--- src/design/mesh_pkg.sv ---
// mesh_pkg
// Shared sizes, packet layout, opcodes and router port codes for the
// tiled compute array.

package mesh_pkg;

  // grid geometry
  localparam int NUM_X = 3;
  localparam int NUM_Y = 2;
  localparam int X_W = 2;
  localparam int Y_W = 1;

  // per-tile data memory
  localparam int DMEM_WORDS = 4;
  localparam int ADDR_W = 2;
  localparam int DATA_W = 16;

  typedef enum logic [1:0] {
    OP_STORE  = 2'd0,
    OP_LOAD   = 2'd1,
    OP_ARRIVE = 2'd2,
    OP_RESP   = 2'd3
  } mesh_op_e;

  localparam int OP_W = 2;
  localparam int PKT_W = OP_W + X_W + Y_W + ADDR_W + DATA_W;

  // packet is {op, dest_x, dest_y, addr, data} from the msb down
  localparam int DATA_LSB = 0;
  localparam int ADDR_LSB = DATA_LSB + DATA_W;
  localparam int DY_LSB = ADDR_LSB + ADDR_W;
  localparam int DX_LSB = DY_LSB + Y_W;
  localparam int OP_LSB = DX_LSB + X_W;

  // lower port code wins a clash for one output
  localparam int NUM_DIRS = 5;
  localparam int DIR_BITS = 3;
  localparam logic [DIR_BITS-1:0] DIR_LOC = 3'd0;
  localparam logic [DIR_BITS-1:0] DIR_WEST = 3'd1;
  localparam logic [DIR_BITS-1:0] DIR_NORTH = 3'd2;
  localparam logic [DIR_BITS-1:0] DIR_EAST = 3'd3;
  localparam logic [DIR_BITS-1:0] DIR_SOUTH = 3'd4;

endpackage

--- src/design/mesh_router.sv ---
// mesh_router
// Dimension-order router: requests go east then south, responses west then
// north. Link outputs are registered, the local eject port is not.

`timescale 1ns/1ps

module mesh_router
  import mesh_pkg::*;
#(
  parameter int TILE_X = 0,
  parameter int TILE_Y = 0
) (
  input  logic             clk_i,
  input  logic             rst_n_i,
  input  logic             north_v_i,
  input  logic [PKT_W-1:0] north_pkt_i,
  input  logic             south_v_i,
  input  logic [PKT_W-1:0] south_pkt_i,
  input  logic             east_v_i,
  input  logic [PKT_W-1:0] east_pkt_i,
  input  logic             west_v_i,
  input  logic [PKT_W-1:0] west_pkt_i,
  output logic             north_v_o,
  output logic [PKT_W-1:0] north_pkt_o,
  output logic             south_v_o,
  output logic [PKT_W-1:0] south_pkt_o,
  output logic             east_v_o,
  output logic [PKT_W-1:0] east_pkt_o,
  output logic             west_v_o,
  output logic [PKT_W-1:0] west_pkt_o,
  output logic             loc_v_o,
  output logic [PKT_W-1:0] loc_pkt_o,
  input  logic             loc_v_i,
  input  logic [PKT_W-1:0] loc_pkt_i
);

  logic [NUM_DIRS-1:0] in_v;
  logic [PKT_W-1:0]    in_pkt [NUM_DIRS];
  logic [NUM_DIRS-1:0] sel_v;
  logic [PKT_W-1:0]    sel_pkt [NUM_DIRS];
  // only the four link outputs have a register
  logic [NUM_DIRS-1:1] out_v_q;
  logic [PKT_W-1:0]    out_pkt_q [1:NUM_DIRS-1];

  function automatic logic [DIR_BITS-1:0] route_dir(input logic [PKT_W-1:0] pkt);
    mesh_op_e op;
    op = mesh_op_e'(pkt[OP_LSB +: OP_W]);
    if (op == OP_RESP) begin
      // back toward tile (0,0) and out its west side
      if (TILE_X > 0) return DIR_WEST;
      if (TILE_Y > 0) return DIR_NORTH;
      return DIR_WEST;
    end
    if (int'(pkt[DX_LSB +: X_W]) > TILE_X) return DIR_EAST;
    if (int'(pkt[DY_LSB +: Y_W]) > TILE_Y) return DIR_SOUTH;
    return DIR_LOC;
  endfunction

  // input index order doubles as priority
  assign in_v = {south_v_i, east_v_i, north_v_i, west_v_i, loc_v_i};
  assign in_pkt[DIR_LOC] = loc_pkt_i;
  assign in_pkt[DIR_WEST] = west_pkt_i;
  assign in_pkt[DIR_NORTH] = north_pkt_i;
  assign in_pkt[DIR_EAST] = east_pkt_i;
  assign in_pkt[DIR_SOUTH] = south_pkt_i;

  always_comb begin
    for (int o = 0; o < NUM_DIRS; o++) begin
      sel_v[o] = 1'b0;
      sel_pkt[o] = '0;
      // scan from lowest priority so the winner is written last
      for (int i = NUM_DIRS - 1; i >= 0; i--) begin
        if (in_v[i] && (route_dir(in_pkt[i]) == DIR_BITS'(o))) begin
          sel_v[o] = 1'b1;
          sel_pkt[o] = in_pkt[i];
        end
      end
    end
  end

  always_ff @(posedge clk_i or negedge rst_n_i) begin
    if (!rst_n_i) begin
      out_v_q <= '0;
    end else begin
      out_v_q <= sel_v[NUM_DIRS-1:1];
    end
  end

  always_ff @(posedge clk_i) begin
    for (int d = 1; d < NUM_DIRS; d++) begin
      out_pkt_q[d] <= sel_pkt[d];
    end
  end

  // eject straight through, one hop per link register
  assign loc_v_o = sel_v[DIR_LOC];
  assign loc_pkt_o = sel_pkt[DIR_LOC];
  assign west_v_o = out_v_q[DIR_WEST];
  assign west_pkt_o = out_pkt_q[DIR_WEST];
  assign north_v_o = out_v_q[DIR_NORTH];
  assign north_pkt_o = out_pkt_q[DIR_NORTH];
  assign east_v_o = out_v_q[DIR_EAST];
  assign east_pkt_o = out_pkt_q[DIR_EAST];
  assign south_v_o = out_v_q[DIR_SOUTH];
  assign south_pkt_o = out_pkt_q[DIR_SOUTH];

endmodule

--- src/design/compute_tile.sv ---
// compute_tile
// One array tile: router, small data memory serving stores and loads,
// and a barrier flag feeding the barrier AND chain.

`timescale 1ns/1ps

module compute_tile
  import mesh_pkg::*;
#(
  parameter int TILE_X = 0,
  parameter int TILE_Y = 0
) (
  input  logic             clk_i,
  input  logic             rst_n_i,
  input  logic             north_v_i,
  input  logic [PKT_W-1:0] north_pkt_i,
  input  logic             south_v_i,
  input  logic [PKT_W-1:0] south_pkt_i,
  input  logic             east_v_i,
  input  logic [PKT_W-1:0] east_pkt_i,
  input  logic             west_v_i,
  input  logic [PKT_W-1:0] west_pkt_i,
  output logic             north_v_o,
  output logic [PKT_W-1:0] north_pkt_o,
  output logic             south_v_o,
  output logic [PKT_W-1:0] south_pkt_o,
  output logic             east_v_o,
  output logic [PKT_W-1:0] east_pkt_o,
  output logic             west_v_o,
  output logic [PKT_W-1:0] west_pkt_o,
  input  logic             bar_w_i,
  input  logic             bar_n_i,
  input  logic             bar_clear_i,
  output logic             bar_and_o
);

  logic              ej_v;
  logic [PKT_W-1:0]  ej_pkt;
  mesh_op_e          ej_op;
  logic [ADDR_W-1:0] ej_addr;
  logic              rsp_v;
  logic [PKT_W-1:0]  rsp_pkt;
  logic [DATA_W-1:0] dmem_q [DMEM_WORDS];
  logic              flag_q;

  mesh_router #(
    .TILE_X(TILE_X),
    .TILE_Y(TILE_Y)
  ) router (
    .clk_i      (clk_i),
    .rst_n_i    (rst_n_i),
    .north_v_i  (north_v_i),
    .north_pkt_i(north_pkt_i),
    .south_v_i  (south_v_i),
    .south_pkt_i(south_pkt_i),
    .east_v_i   (east_v_i),
    .east_pkt_i (east_pkt_i),
    .west_v_i   (west_v_i),
    .west_pkt_i (west_pkt_i),
    .north_v_o  (north_v_o),
    .north_pkt_o(north_pkt_o),
    .south_v_o  (south_v_o),
    .south_pkt_o(south_pkt_o),
    .east_v_o   (east_v_o),
    .east_pkt_o (east_pkt_o),
    .west_v_o   (west_v_o),
    .west_pkt_o (west_pkt_o),
    .loc_v_o    (ej_v),
    .loc_pkt_o  (ej_pkt),
    .loc_v_i    (rsp_v),
    .loc_pkt_i  (rsp_pkt)
  );

  assign ej_op = mesh_op_e'(ej_pkt[OP_LSB +: OP_W]);
  assign ej_addr = ej_pkt[ADDR_LSB +: ADDR_W];

  // local data memory, written by ejected stores
  always_ff @(posedge clk_i or negedge rst_n_i) begin
    if (!rst_n_i) begin
      for (int i = 0; i < DMEM_WORDS; i++) begin
        dmem_q[i] <= '0;
      end
    end else if (ej_v && (ej_op == OP_STORE)) begin
      dmem_q[ej_addr] <= ej_pkt[DATA_LSB +: DATA_W];
    end
  end

  // load reply is registered by the router on its way out
  assign rsp_v = ej_v && (ej_op == OP_LOAD);
  assign rsp_pkt = {OP_RESP, X_W'(TILE_X), Y_W'(TILE_Y), ej_addr, dmem_q[ej_addr]};

  // clear has priority over an arrive in the same cycle
  always_ff @(posedge clk_i or negedge rst_n_i) begin
    if (!rst_n_i) begin
      flag_q <= 1'b0;
    end else if (bar_clear_i) begin
      flag_q <= 1'b0;
    end else if (ej_v && (ej_op == OP_ARRIVE)) begin
      flag_q <= 1'b1;
    end
  end

  // last column also folds in the rows above
  assign bar_and_o = flag_q & bar_w_i & ((TILE_X == NUM_X - 1) ? bar_n_i : 1'b1);

endmodule

--- src/design/tile_array_mesh.sv ---
// tile_array_mesh
// Top of the tiled array: builds the tile grid, stitches packet and
// barrier links, and registers the barrier done pulse.

`timescale 1ns/1ps

module tile_array_mesh
  import mesh_pkg::*;
(
  input  logic             clk_i,
  input  logic             rst_n_i,
  input  logic             req_v_i,
  input  logic [PKT_W-1:0] req_pkt_i,
  output logic             rsp_v_o,
  output logic [PKT_W-1:0] rsp_pkt_o,
  output logic             barrier_done_o
);

  // per-tile link ends indexed [y][x]
  logic [NUM_Y-1:0][NUM_X-1:0]            north_v_li, south_v_li, east_v_li, west_v_li;
  logic [NUM_Y-1:0][NUM_X-1:0][PKT_W-1:0] north_pkt_li, south_pkt_li;
  logic [NUM_Y-1:0][NUM_X-1:0][PKT_W-1:0] east_pkt_li, west_pkt_li;
  logic [NUM_Y-1:0][NUM_X-1:0]            north_v_lo, south_v_lo, east_v_lo, west_v_lo;
  logic [NUM_Y-1:0][NUM_X-1:0][PKT_W-1:0] north_pkt_lo, south_pkt_lo;
  logic [NUM_Y-1:0][NUM_X-1:0][PKT_W-1:0] east_pkt_lo, west_pkt_lo;
  logic [NUM_Y-1:0][NUM_X-1:0]            bar_w_li, bar_n_li, bar_and_lo;
  logic                                   done_q;

  for (genvar y = 0; y < NUM_Y; y++) begin : gen_y
    for (genvar x = 0; x < NUM_X; x++) begin : gen_x
      compute_tile #(
        .TILE_X(x),
        .TILE_Y(y)
      ) tile (
        .clk_i      (clk_i),
        .rst_n_i    (rst_n_i),
        .north_v_i  (north_v_li[y][x]),
        .north_pkt_i(north_pkt_li[y][x]),
        .south_v_i  (south_v_li[y][x]),
        .south_pkt_i(south_pkt_li[y][x]),
        .east_v_i   (east_v_li[y][x]),
        .east_pkt_i (east_pkt_li[y][x]),
        .west_v_i   (west_v_li[y][x]),
        .west_pkt_i (west_pkt_li[y][x]),
        .north_v_o  (north_v_lo[y][x]),
        .north_pkt_o(north_pkt_lo[y][x]),
        .south_v_o  (south_v_lo[y][x]),
        .south_pkt_o(south_pkt_lo[y][x]),
        .east_v_o   (east_v_lo[y][x]),
        .east_pkt_o (east_pkt_lo[y][x]),
        .west_v_o   (west_v_lo[y][x]),
        .west_pkt_o (west_pkt_lo[y][x]),
        .bar_w_i    (bar_w_li[y][x]),
        .bar_n_i    (bar_n_li[y][x]),
        .bar_clear_i(done_q),
        .bar_and_o  (bar_and_lo[y][x])
      );

      // request port enters the west side of (0,0)
      if (x == 0) begin : gen_w_edge
        assign west_v_li[y][x] = (y == 0) ? req_v_i : 1'b0;
        assign west_pkt_li[y][x] = (y == 0) ? req_pkt_i : '0;
        assign bar_w_li[y][x] = 1'b1;
      end else begin : gen_w_link
        assign west_v_li[y][x] = east_v_lo[y][x-1];
        assign west_pkt_li[y][x] = east_pkt_lo[y][x-1];
        assign bar_w_li[y][x] = bar_and_lo[y][x-1];
      end

      // east side carries responses back west
      if (x == NUM_X - 1) begin : gen_e_edge
        assign east_v_li[y][x] = 1'b0;
        assign east_pkt_li[y][x] = '0;
      end else begin : gen_e_link
        assign east_v_li[y][x] = west_v_lo[y][x+1];
        assign east_pkt_li[y][x] = west_pkt_lo[y][x+1];
      end

      if (y == 0) begin : gen_n_edge
        assign north_v_li[y][x] = 1'b0;
        assign north_pkt_li[y][x] = '0;
        assign bar_n_li[y][x] = 1'b1;
      end else begin : gen_n_link
        assign north_v_li[y][x] = south_v_lo[y-1][x];
        assign north_pkt_li[y][x] = south_pkt_lo[y-1][x];
        assign bar_n_li[y][x] = bar_and_lo[y-1][NUM_X-1];
      end

      if (y == NUM_Y - 1) begin : gen_s_edge
        assign south_v_li[y][x] = 1'b0;
        assign south_pkt_li[y][x] = '0;
      end else begin : gen_s_link
        assign south_v_li[y][x] = north_v_lo[y+1][x];
        assign south_pkt_li[y][x] = north_pkt_lo[y+1][x];
      end
    end
  end

  assign rsp_v_o = west_v_lo[0][0];
  assign rsp_pkt_o = west_pkt_lo[0][0];

  // flags clear on the same edge that ends the pulse
  always_ff @(posedge clk_i or negedge rst_n_i) begin
    if (!rst_n_i) begin
      done_q <= 1'b0;
    end else begin
      done_q <= bar_and_lo[NUM_Y-1][NUM_X-1] & ~done_q;
    end
  end

  assign barrier_done_o = done_q;

endmodule

--- config.mk ---
export PLATFORM = sky130hd
export DESIGN_NAME = tile_array_mesh
export DESIGN_NICKNAME = d
export VERILOG_FILES = /design/src/design/mesh_pkg.sv /design/src/design/mesh_router.sv /design/src/design/compute_tile.sv /design/src/design/tile_array_mesh.sv
export SDC_FILE = /design/constraint.sdc
export NUM_CORES = 1
export LEC_CHECK = 0
export BUFFER_PORTS_ARGS = -buffer_cell sky130_fd_sc_hd__clkbuf_2
export CORE_MARGIN = 3
export CORE_UTILIZATION = 41
export DETAILED_ROUTE_END_ITERATION = 12
export PLACE_DENSITY = 0.58
export SLEW_MARGIN = 30
export SYNTH_ARGS = -nofsm -noshare
export SYNTH_HDL_FRONTEND = slang
export SYNTH_SLANG_ARGS = --single-unit
--- constraint.sdc ---
create_clock -name clk_i -period 3.5 [get_ports clk_i]
set_input_delay 0.875 -clock clk_i [delete_from_list [all_inputs] [get_ports clk_i]]
set_output_delay 0.875 -clock clk_i [all_outputs]
set_load 0.005 [all_outputs]
### Yosys cells after proc, flatten, opt, wreduce, memory -nomap -nowiden

Memory sizes are Yosys's and may differ from the RTL's.
Cells that the tools add are included.

| storage, ports and cells | value |
|---|---|
| bits in registers | 411 |
| RAM bits | 552 |
| bits of input ports | 26 |
| output and inout port bits | 25 |
| logic and storage cells | 679 |
| memories kept | 6 |

Memory list:

| memory | words | bits a word | rd ports | clocked after Yosys merged registers in | write ports | RTL line | source |
|---|---|---|---|---|---|---|---|
| gen_y[0].gen_x[0].tile.router.out_pkt_q | 4 | 23 | 3 | 0 | 4 | mesh_router.sv:43 | `logic [PKT_W-1:0] out_pkt_q [1:NUM_DIRS-1];` |
| gen_y[0].gen_x[1].tile.router.out_pkt_q | 4 | 23 | 3 | 0 | 4 | mesh_router.sv:43 |  |
| gen_y[0].gen_x[2].tile.router.out_pkt_q | 4 | 23 | 2 | 0 | 4 | mesh_router.sv:43 |  |
| gen_y[1].gen_x[0].tile.router.out_pkt_q | 4 | 23 | 2 | 0 | 4 | mesh_router.sv:43 |  |
| gen_y[1].gen_x[1].tile.router.out_pkt_q | 4 | 23 | 3 | 0 | 4 | mesh_router.sv:43 |  |
| gen_y[1].gen_x[2].tile.router.out_pkt_q | 4 | 23 | 2 | 0 | 4 | mesh_router.sv:43 |  |

| operators by class | value |
|---|---|
| magnitude comparators | 35 |
| equality and inequality tests | 87 |
| multiplexer cells | 375 |
| bitwise gates (word level) | 13 |
| reductions and logical operators | 126 |

Operators with widths:

| operator | number |
|---|---|
| 2-to-1 mux 23 bit | 81 |
| bitwise mux 64 bit | 6 |
| 2-to-1 mux 16 bit | 18 |
| 2-to-1 mux 3 bit | 77 |
| binary-select mux 16 bit (select 2 bit) | 6 |
| demux 16 bit (select 2 bit) | 6 |
| 2-to-1 mux 1 bit | 170 |
| logical AND 1 bit | 99 |
| == test 3 x 2 -> 1 bit (second input constant) | 30 |
| == test 3 x 1 -> 1 bit (second input constant) | 15 |
| == test 3 bit (second input constant) | 15 |
| zero test 3 bit | 15 |
| == test 2 bit (second input constant) | 21 |
| > comparator 2 x 1 -> 1 bit (second input constant) | 11 |
| 2-to-1 mux 2 bit | 11 |
| greater-or-equal comparator 3 bit (second input constant) | 6 |
| less-than comparator 3 x 1 -> 1 bit (second input constant) | 6 |
| inverter 2 -> 3 bit | 6 |
| == test 2 x 1 -> 1 bit (second input constant) | 6 |
| zero test 2 bit | 6 |
| nonzero test 2 bit | 6 |
| > comparator 1 bit (second input constant) | 8 |
| > comparator 2 bit (second input constant) | 4 |
| bitwise AND 1 bit | 6 |
| inverter 1 bit | 1 |

### Longest topological paths before layout

An unclocked memory read counts as a cell.

| logic depth | value |
|---|---|
| word-level depth | 22 |
| depth in mapped cells | 10 |
| gate-level depth less buffers | 6 |

### Cells and area by module

Synthesis repeated with hierarchy kept, for this count alone.

| second synthesis, totals | value |
|---|---|
| cell total of the unflattened synthesis | 4839 |
| area, all modules | 48474.0 µm² |

Modules (own cells, without submodules):

| module | instances | cells an instance | area each (µm²) | seq. area each (µm²) |
|---|---|---|---|---|
| compute_tile (gen_y[0].gen_x[0].tile ...) | 4 | 167 | 2872.8 | 1626.6 |
| compute_tile (gen_y[0].gen_x[2].tile ...) | 2 | 169 | 2909.0 | 1626.6 |
| mesh_router (gen_y[0].gen_x[2].tile.router) | 1 | 740 | 5745.5 | 1941.9 |
| mesh_router (gen_y[0].gen_x[0].tile.router) | 1 | 704 | 5726.7 | 1941.9 |
| mesh_router (gen_y[0].gen_x[1].tile.router) | 1 | 701 | 5664.2 | 1941.9 |
| mesh_router (gen_y[1].gen_x[0].tile.router) | 1 | 611 | 4978.5 | 1456.4 |
| mesh_router (gen_y[1].gen_x[2].tile.router) | 1 | 543 | 4596.9 | 1456.4 |
| mesh_router (gen_y[1].gen_x[1].tile.router) | 1 | 530 | 4406.7 | 1456.4 |
| tile_array_mesh | 1 | 4 | 46.3 | 25.0 |

### Least setup slack after synthesis

Ideal clock, no wire load.

| timing | value |
|---|---|
| kind | input-to-reg |
| start point | in req_pkt_i[19] |
| end point | reg gen_y[0].gen_x[0].tile.dmem_q[10] in the netlist's numbering |
| library setup time | 0.127 ns |
| arrival | 2.852 ns |
| data required time | 3.373 ns |
| slack | 0.520 ns |
| stages | 8 |
| path buffers | 2 |
| path through | nor3_1 > and2_1 > buf_2 > o31ai_1 > nand4bb_1 > nor3_4 > buf_6 > mux2_1 |

| on the way | value |
|---|---|
| cells in the longest elaborated chain, start to end | 15 |
| elaborated cells on any way between the ends | 21 |
| classes of those cells | order compare: 3; mux: 12; bitwise: 1; reduce/logical: 5 |

RTL lines:

| what | RTL line | source |
|---|---|---|
| start, declared | tile_array_mesh.sv:13 | `input logic [PKT_W-1:0] req_pkt_i,` |
| > comparator 2 x 1 -> 1 bit (*) | mesh_router.sv:54 | `if (int'(pkt[DX_LSB +: X_W]) > TILE_X) return DIR_EAST;` |
| 2-to-1 mux 3 bit | mesh_router.sv:54 |  |
| 2-to-1 mux 3 bit | mesh_router.sv:55 | `if (int'(pkt[DY_LSB +: Y_W]) > TILE_Y) return DIR_SOUTH;` |
| 2-to-1 mux 3 bit | mesh_router.sv:56 | `return DIR_LOC;` |
| 2-to-1 mux 3 bit (*) | mesh_router.sv:55 |  |
| 2-to-1 mux 3 bit (*) | mesh_router.sv:54 |  |
| zero test 3 bit (*) | mesh_router.sv:73 | `if (in_v[i] && (route_dir(in_pkt[i]) == DIR_BITS'(o))) begin` |
| logical AND 1 bit (*) | mesh_router.sv:73 |  |
| 2-to-1 mux 23 bit | mesh_router.sv:73 |  |
| inverter 2 -> 3 bit (not written as such) | compute_tile.sv:84 | `dmem_q[ej_addr] <= ej_pkt[DATA_LSB +: DATA_W];` |
| greater-or-equal comparator 3 bit (not written as such) or less-than comparator 3 x 1 -> 1 bit (tied branches) | compute_tile.sv:84 |  |
| logical AND 1 bit (not written as such) | compute_tile.sv:84 |  |
| 2-to-1 mux 16 bit (not written as such) | compute_tile.sv:84 |  |
| demux 16 bit (select 2 bit) | compute_tile.sv:84 |  |
| bitwise mux 64 bit | compute_tile.sv:84 |  |
| end signal, assigned by index | compute_tile.sv:84 |  |
| end, declared | compute_tile.sv:43 | `logic [DATA_W-1:0] dmem_q [DMEM_WORDS];` |

Mark *: on every way between the ends. The rest lies on a longest branch, timed or not. The select of a mux whose other input is x is not followed.
A chain may end at the register's enable or synchronous reset.

### Worst setup path after layout

| timing | value |
|---|---|
| start point | reg gen_y[0].gen_x[0].tile.router.out_v_q[3] in the netlist's numbering |
| end point | reg gen_y[0].gen_x[1].tile.dmem_q[59] in the netlist's numbering |

| on the way | value |
|---|---|
| cells in the longest elaborated chain, start to end | 8 |
| elaborated cells on any way between the ends | 12 |
| classes of those cells | order compare: 2; mux: 5; bitwise: 1; reduce/logical: 4 |

RTL lines:

| what | RTL line | source |
|---|---|---|
| start, declared | mesh_router.sv:42 | `logic [NUM_DIRS-1:1] out_v_q;` |
| start signal, assigned | mesh_router.sv:85 | `out_v_q <= sel_v[NUM_DIRS-1:1];` |
| logical AND 1 bit (*) | mesh_router.sv:73 |  |
| 2-to-1 mux 23 bit | mesh_router.sv:73 |  |
| inverter 2 -> 3 bit (not written as such) | compute_tile.sv:84 |  |
| greater-or-equal comparator 3 bit (not written as such) or less-than comparator 3 x 1 -> 1 bit (tied branches) | compute_tile.sv:84 |  |
| logical AND 1 bit (not written as such) | compute_tile.sv:84 |  |
| 2-to-1 mux 16 bit (not written as such) | compute_tile.sv:84 |  |
| demux 16 bit (select 2 bit) | compute_tile.sv:84 |  |
| bitwise mux 64 bit | compute_tile.sv:84 |  |
| end signal, assigned by index | compute_tile.sv:84 |  |
| end, declared | compute_tile.sv:43 |  |

Mark *: on every way between the ends. The rest lies on a longest branch, timed or not.

==> results.ini <==
[status]
status=finished, final reports clean

[timing]
timing.fmax_mhz=344
drv_slew=0
max-slew-margin-rel=0.350
setup_tns_ns=0
hold_violations=0
setup_violations=0
period_minus_slack_ns=2.91
rsz0062_at_grt=no
fin_skew_ns=0.0234
post-route-period-util=0.832
tightest_slew_ns=0.975

[synth]
synth_edf_count=0
ys_types=79
avgSynthCellArea_um2=10.8
syn_inst=2993
synthArstFlopShare=0.541
syn_area_um2=32300
ys_ff_latch=751
yosys_warnings=0
ys_seq_area_frac=0.528
synthFlopType=dfrtp_1

[final_layout]
nets=3086
antenna_cells=0
syn2layout_area_growth_pct=13.9
drive_above_1_share=0.192

[clock_tree]
cts.htree.levels=3
cts_hold_buf=0
post_cts_buffers=0
clkSinkCount=751
clk_pin_slew_worst_paths_ns=0.06
clock_path_buffers=3
post_cts_resized=0
cts_buffers=80
cts_root_buf=clkbuf_16
cts_tree=built
clk_latency_ns=0.61

[detailed_routing]
drtIter0Drc=1954
viasPerCell=5.90
route.detailed.drc=0
first_pass_iters=6
vias=24600
ant_nets=0
wl_per_cell_um=23.2
wirelength_mm=96.5

[pwr]
peakVddDrop_v=0.000377
power_density_nw_per_um2=581
leakagePower_uw=0.0157
p_total_uw=21400

[hold_path]
hp-class=primary input to async pin

[critical_path]
critPathRequiredTime_ns=3.97
crit_chain=a21bo_1, or3_1, buf_4, nor2_1, o21ai_1, or3_1, mux2_1
cp_max_fo=35
crit_path_end_kind=flip-flop
crit_type=flip-flop to flip-flop
startpoint_type=flip-flop
worst_path_most_repeated_cell=or3_1
critPathMaxStageDelay_ns=0.71
crit_slowest_cell=or3_1
cp.arrival_ns=3.39

[global_routing]
grt_max_degree=90
antenna_found_initial=3
grt.overflow.total=0
grt_pass1_wl_mm=148
grtUsageTotal=0.231
grt_pass1_vias=24100

[flow_run]
drv_cap=0

[floorplan]
fp.dieW_um=287
ios=51
die_height_um=287
core_um2=77700
initial_core_util=0.415
die_area_um2=82200
rows=102

[placed_design]
port-buffer-count=50
dpl.hpwl_mm=67.4
gp_congestion=0.942

[stage by stage]
| step | cell area, um^2 | util | cells | hold WS, ns | setup slack [ns] |
|---|---|---|---|---|---|
| 2_1_floorplan | 32500 | - | 3043 | 0.432 | 0.520 |
| 3_3_place_gp | 34100 | 0.439 | 4018 | 0.450 | 0.227 |
| 3_5_place_dp | 34100 | 0.439 | 4018 | 0.447 | 0.169 |
| 4_1_cts | 36800 | 0.473 | 4167 | 0.248 | 0.595 |
| 5_1_grt | 36800 | 0.473 | 4167 | 0.254 | 0.404 |
| 6_report | 36800 | 0.473 | 4167 | 0.219 | 0.589 |
[metal layers]
layer	routed length, um	up-vias	GRT usage
li1	-	11300	-
met5	10	-	0
met2	41900	912	0.345
met3	5480	191	0.0305
met4	4880	2	0.117
met1	44200	12200	0.330
[where the power goes]
part           switching (uW)  internal, uW  total (uW)
registers                 690          9550       10200
logic                    1460          1220        2680
clock network            3420          5030        8450
total                    5570         15800       21400
[cell type report]
| class | instances | area (um^2) |
|---|---|---|
| Fill cell | 6982 | 40900 |
| Sequential cell | 751 | 17100 |
| Multi-Input combinational cell | 2059 | 14600 |
| Clock buffer | 127 | 2490 |
| Tap cell | 1040 | 1300 |
| Timing Repair Buffer | 153 | 1130 |
| Clock inverter | 22 | 180 |
| Inverter | 15 | 56.3 |
[registers in the layout, indices dropped and copies added (netlist names)]
| name | count |
|---|---|
| barrier_done_o | 1 |
| gen_y.gen_x.tile.dmem_q | 384 |
| gen_y.gen_x.tile.flag_q | 6 |
| gen_y.gen_x.tile.router.out_pkt_q | 345 |
| gen_y.gen_x.tile.router.out_v_q | 15 |
[cells in the final DEF (no fill, tap or decap), types with 32 or more instances in the layout]
master     count
dfrtp_1      406
dfxtp_1      345
nor2_1       280
mux2_2       249
nand2_1      231
a21oi_1      145
nand3_1      120
mux2i_1      119
a31oi_1       99
buf_4         95
a22o_1        92
o21ai_0       88
clkbuf_16     87
a22oi_1       74
a221oi_1      73
a221o_1       61
mux2_1        54
conb_1        51
clkbuf_2      49
o211ai_1      36
a222oi_1      32
o221ai_1      32
[synthesized netlist by cell type (all sizes together) (12+ instances only)]
cell type | number | area share
dfrtp | 406 | 0.31
dfxtp | 345 | 0.21
mux2 | 323 | 0.11
nor2 | 287 | 0.034
nand2 | 232 | 0.027
clkbuf | 175 | 0.020
a21oi | 148 | 0.023
nand3 | 121 | 0.019
mux2i | 119 | 0.037
a31oi | 100 | 0.019
o21ai | 96 | 0.015
a22o | 93 | 0.025
a221oi | 75 | 0.021
a22oi | 74 | 0.017
a221o | 61 | 0.019
buf | 43 | 0.0076
o211ai | 36 | 0.0084
a222oi | 32 | 0.0099
o221ai | 32 | 0.0087
a21boi | 20 | 0.0048
and3 | 15 | 0.0029
inv | 15 | 0.0017
nor3 | 15 | 0.0030
o22ai | 12 | 0.0023
[critical path: cells and delay by family, from the launching register on]
kind,cells,cell delay (ns)
compound gates,2,0.40
buf+inv,1,0.24
flops,1,0.40
mux,1,0.47
simple gates,3,1.26
[path summary, 6_finish.rpt]
path                                                                     start                                             end  slack [ns]  cells past startpoint
worst max-delay path                  gen_y[0].gen_x[0].tile.router.out_v_q[3]               gen_y[0].gen_x[1].tile.dmem_q[59]        0.59                      7
worst min-delay path                                                   rst_n_i                gen_y[0].gen_x[0].tile.dmem_q[3]        0.22                      1
worst max register to register        gen_y[0].gen_x[0].tile.router.out_v_q[3]               gen_y[0].gen_x[1].tile.dmem_q[59]        0.59                      7
worst min register to register  gen_y[1].gen_x[1].tile.router.out_pkt_q[0][87]  gen_y[1].gen_x[2].tile.router.out_pkt_q[1][18]        0.47                      1
max in group asynchronous                                              rst_n_i               gen_y[0].gen_x[2].tile.dmem_q[15]        2.25                      2
min in group clk_i              gen_y[1].gen_x[1].tile.router.out_pkt_q[0][87]  gen_y[1].gen_x[2].tile.router.out_pkt_q[1][18]        0.47                      1
[logic make-up (layout without fill, tap and decap cells)]
logic type	Yosys count	in the layout	share of synthesized area
other cells	1	51	0.000116
simple gates	737	737	0.102
mux	442	442	0.152
flops	751	751	0.528
buf+inv	233	317	0.0297
compound gates	829	829	0.188
Power figures use the tool's default switching activity.
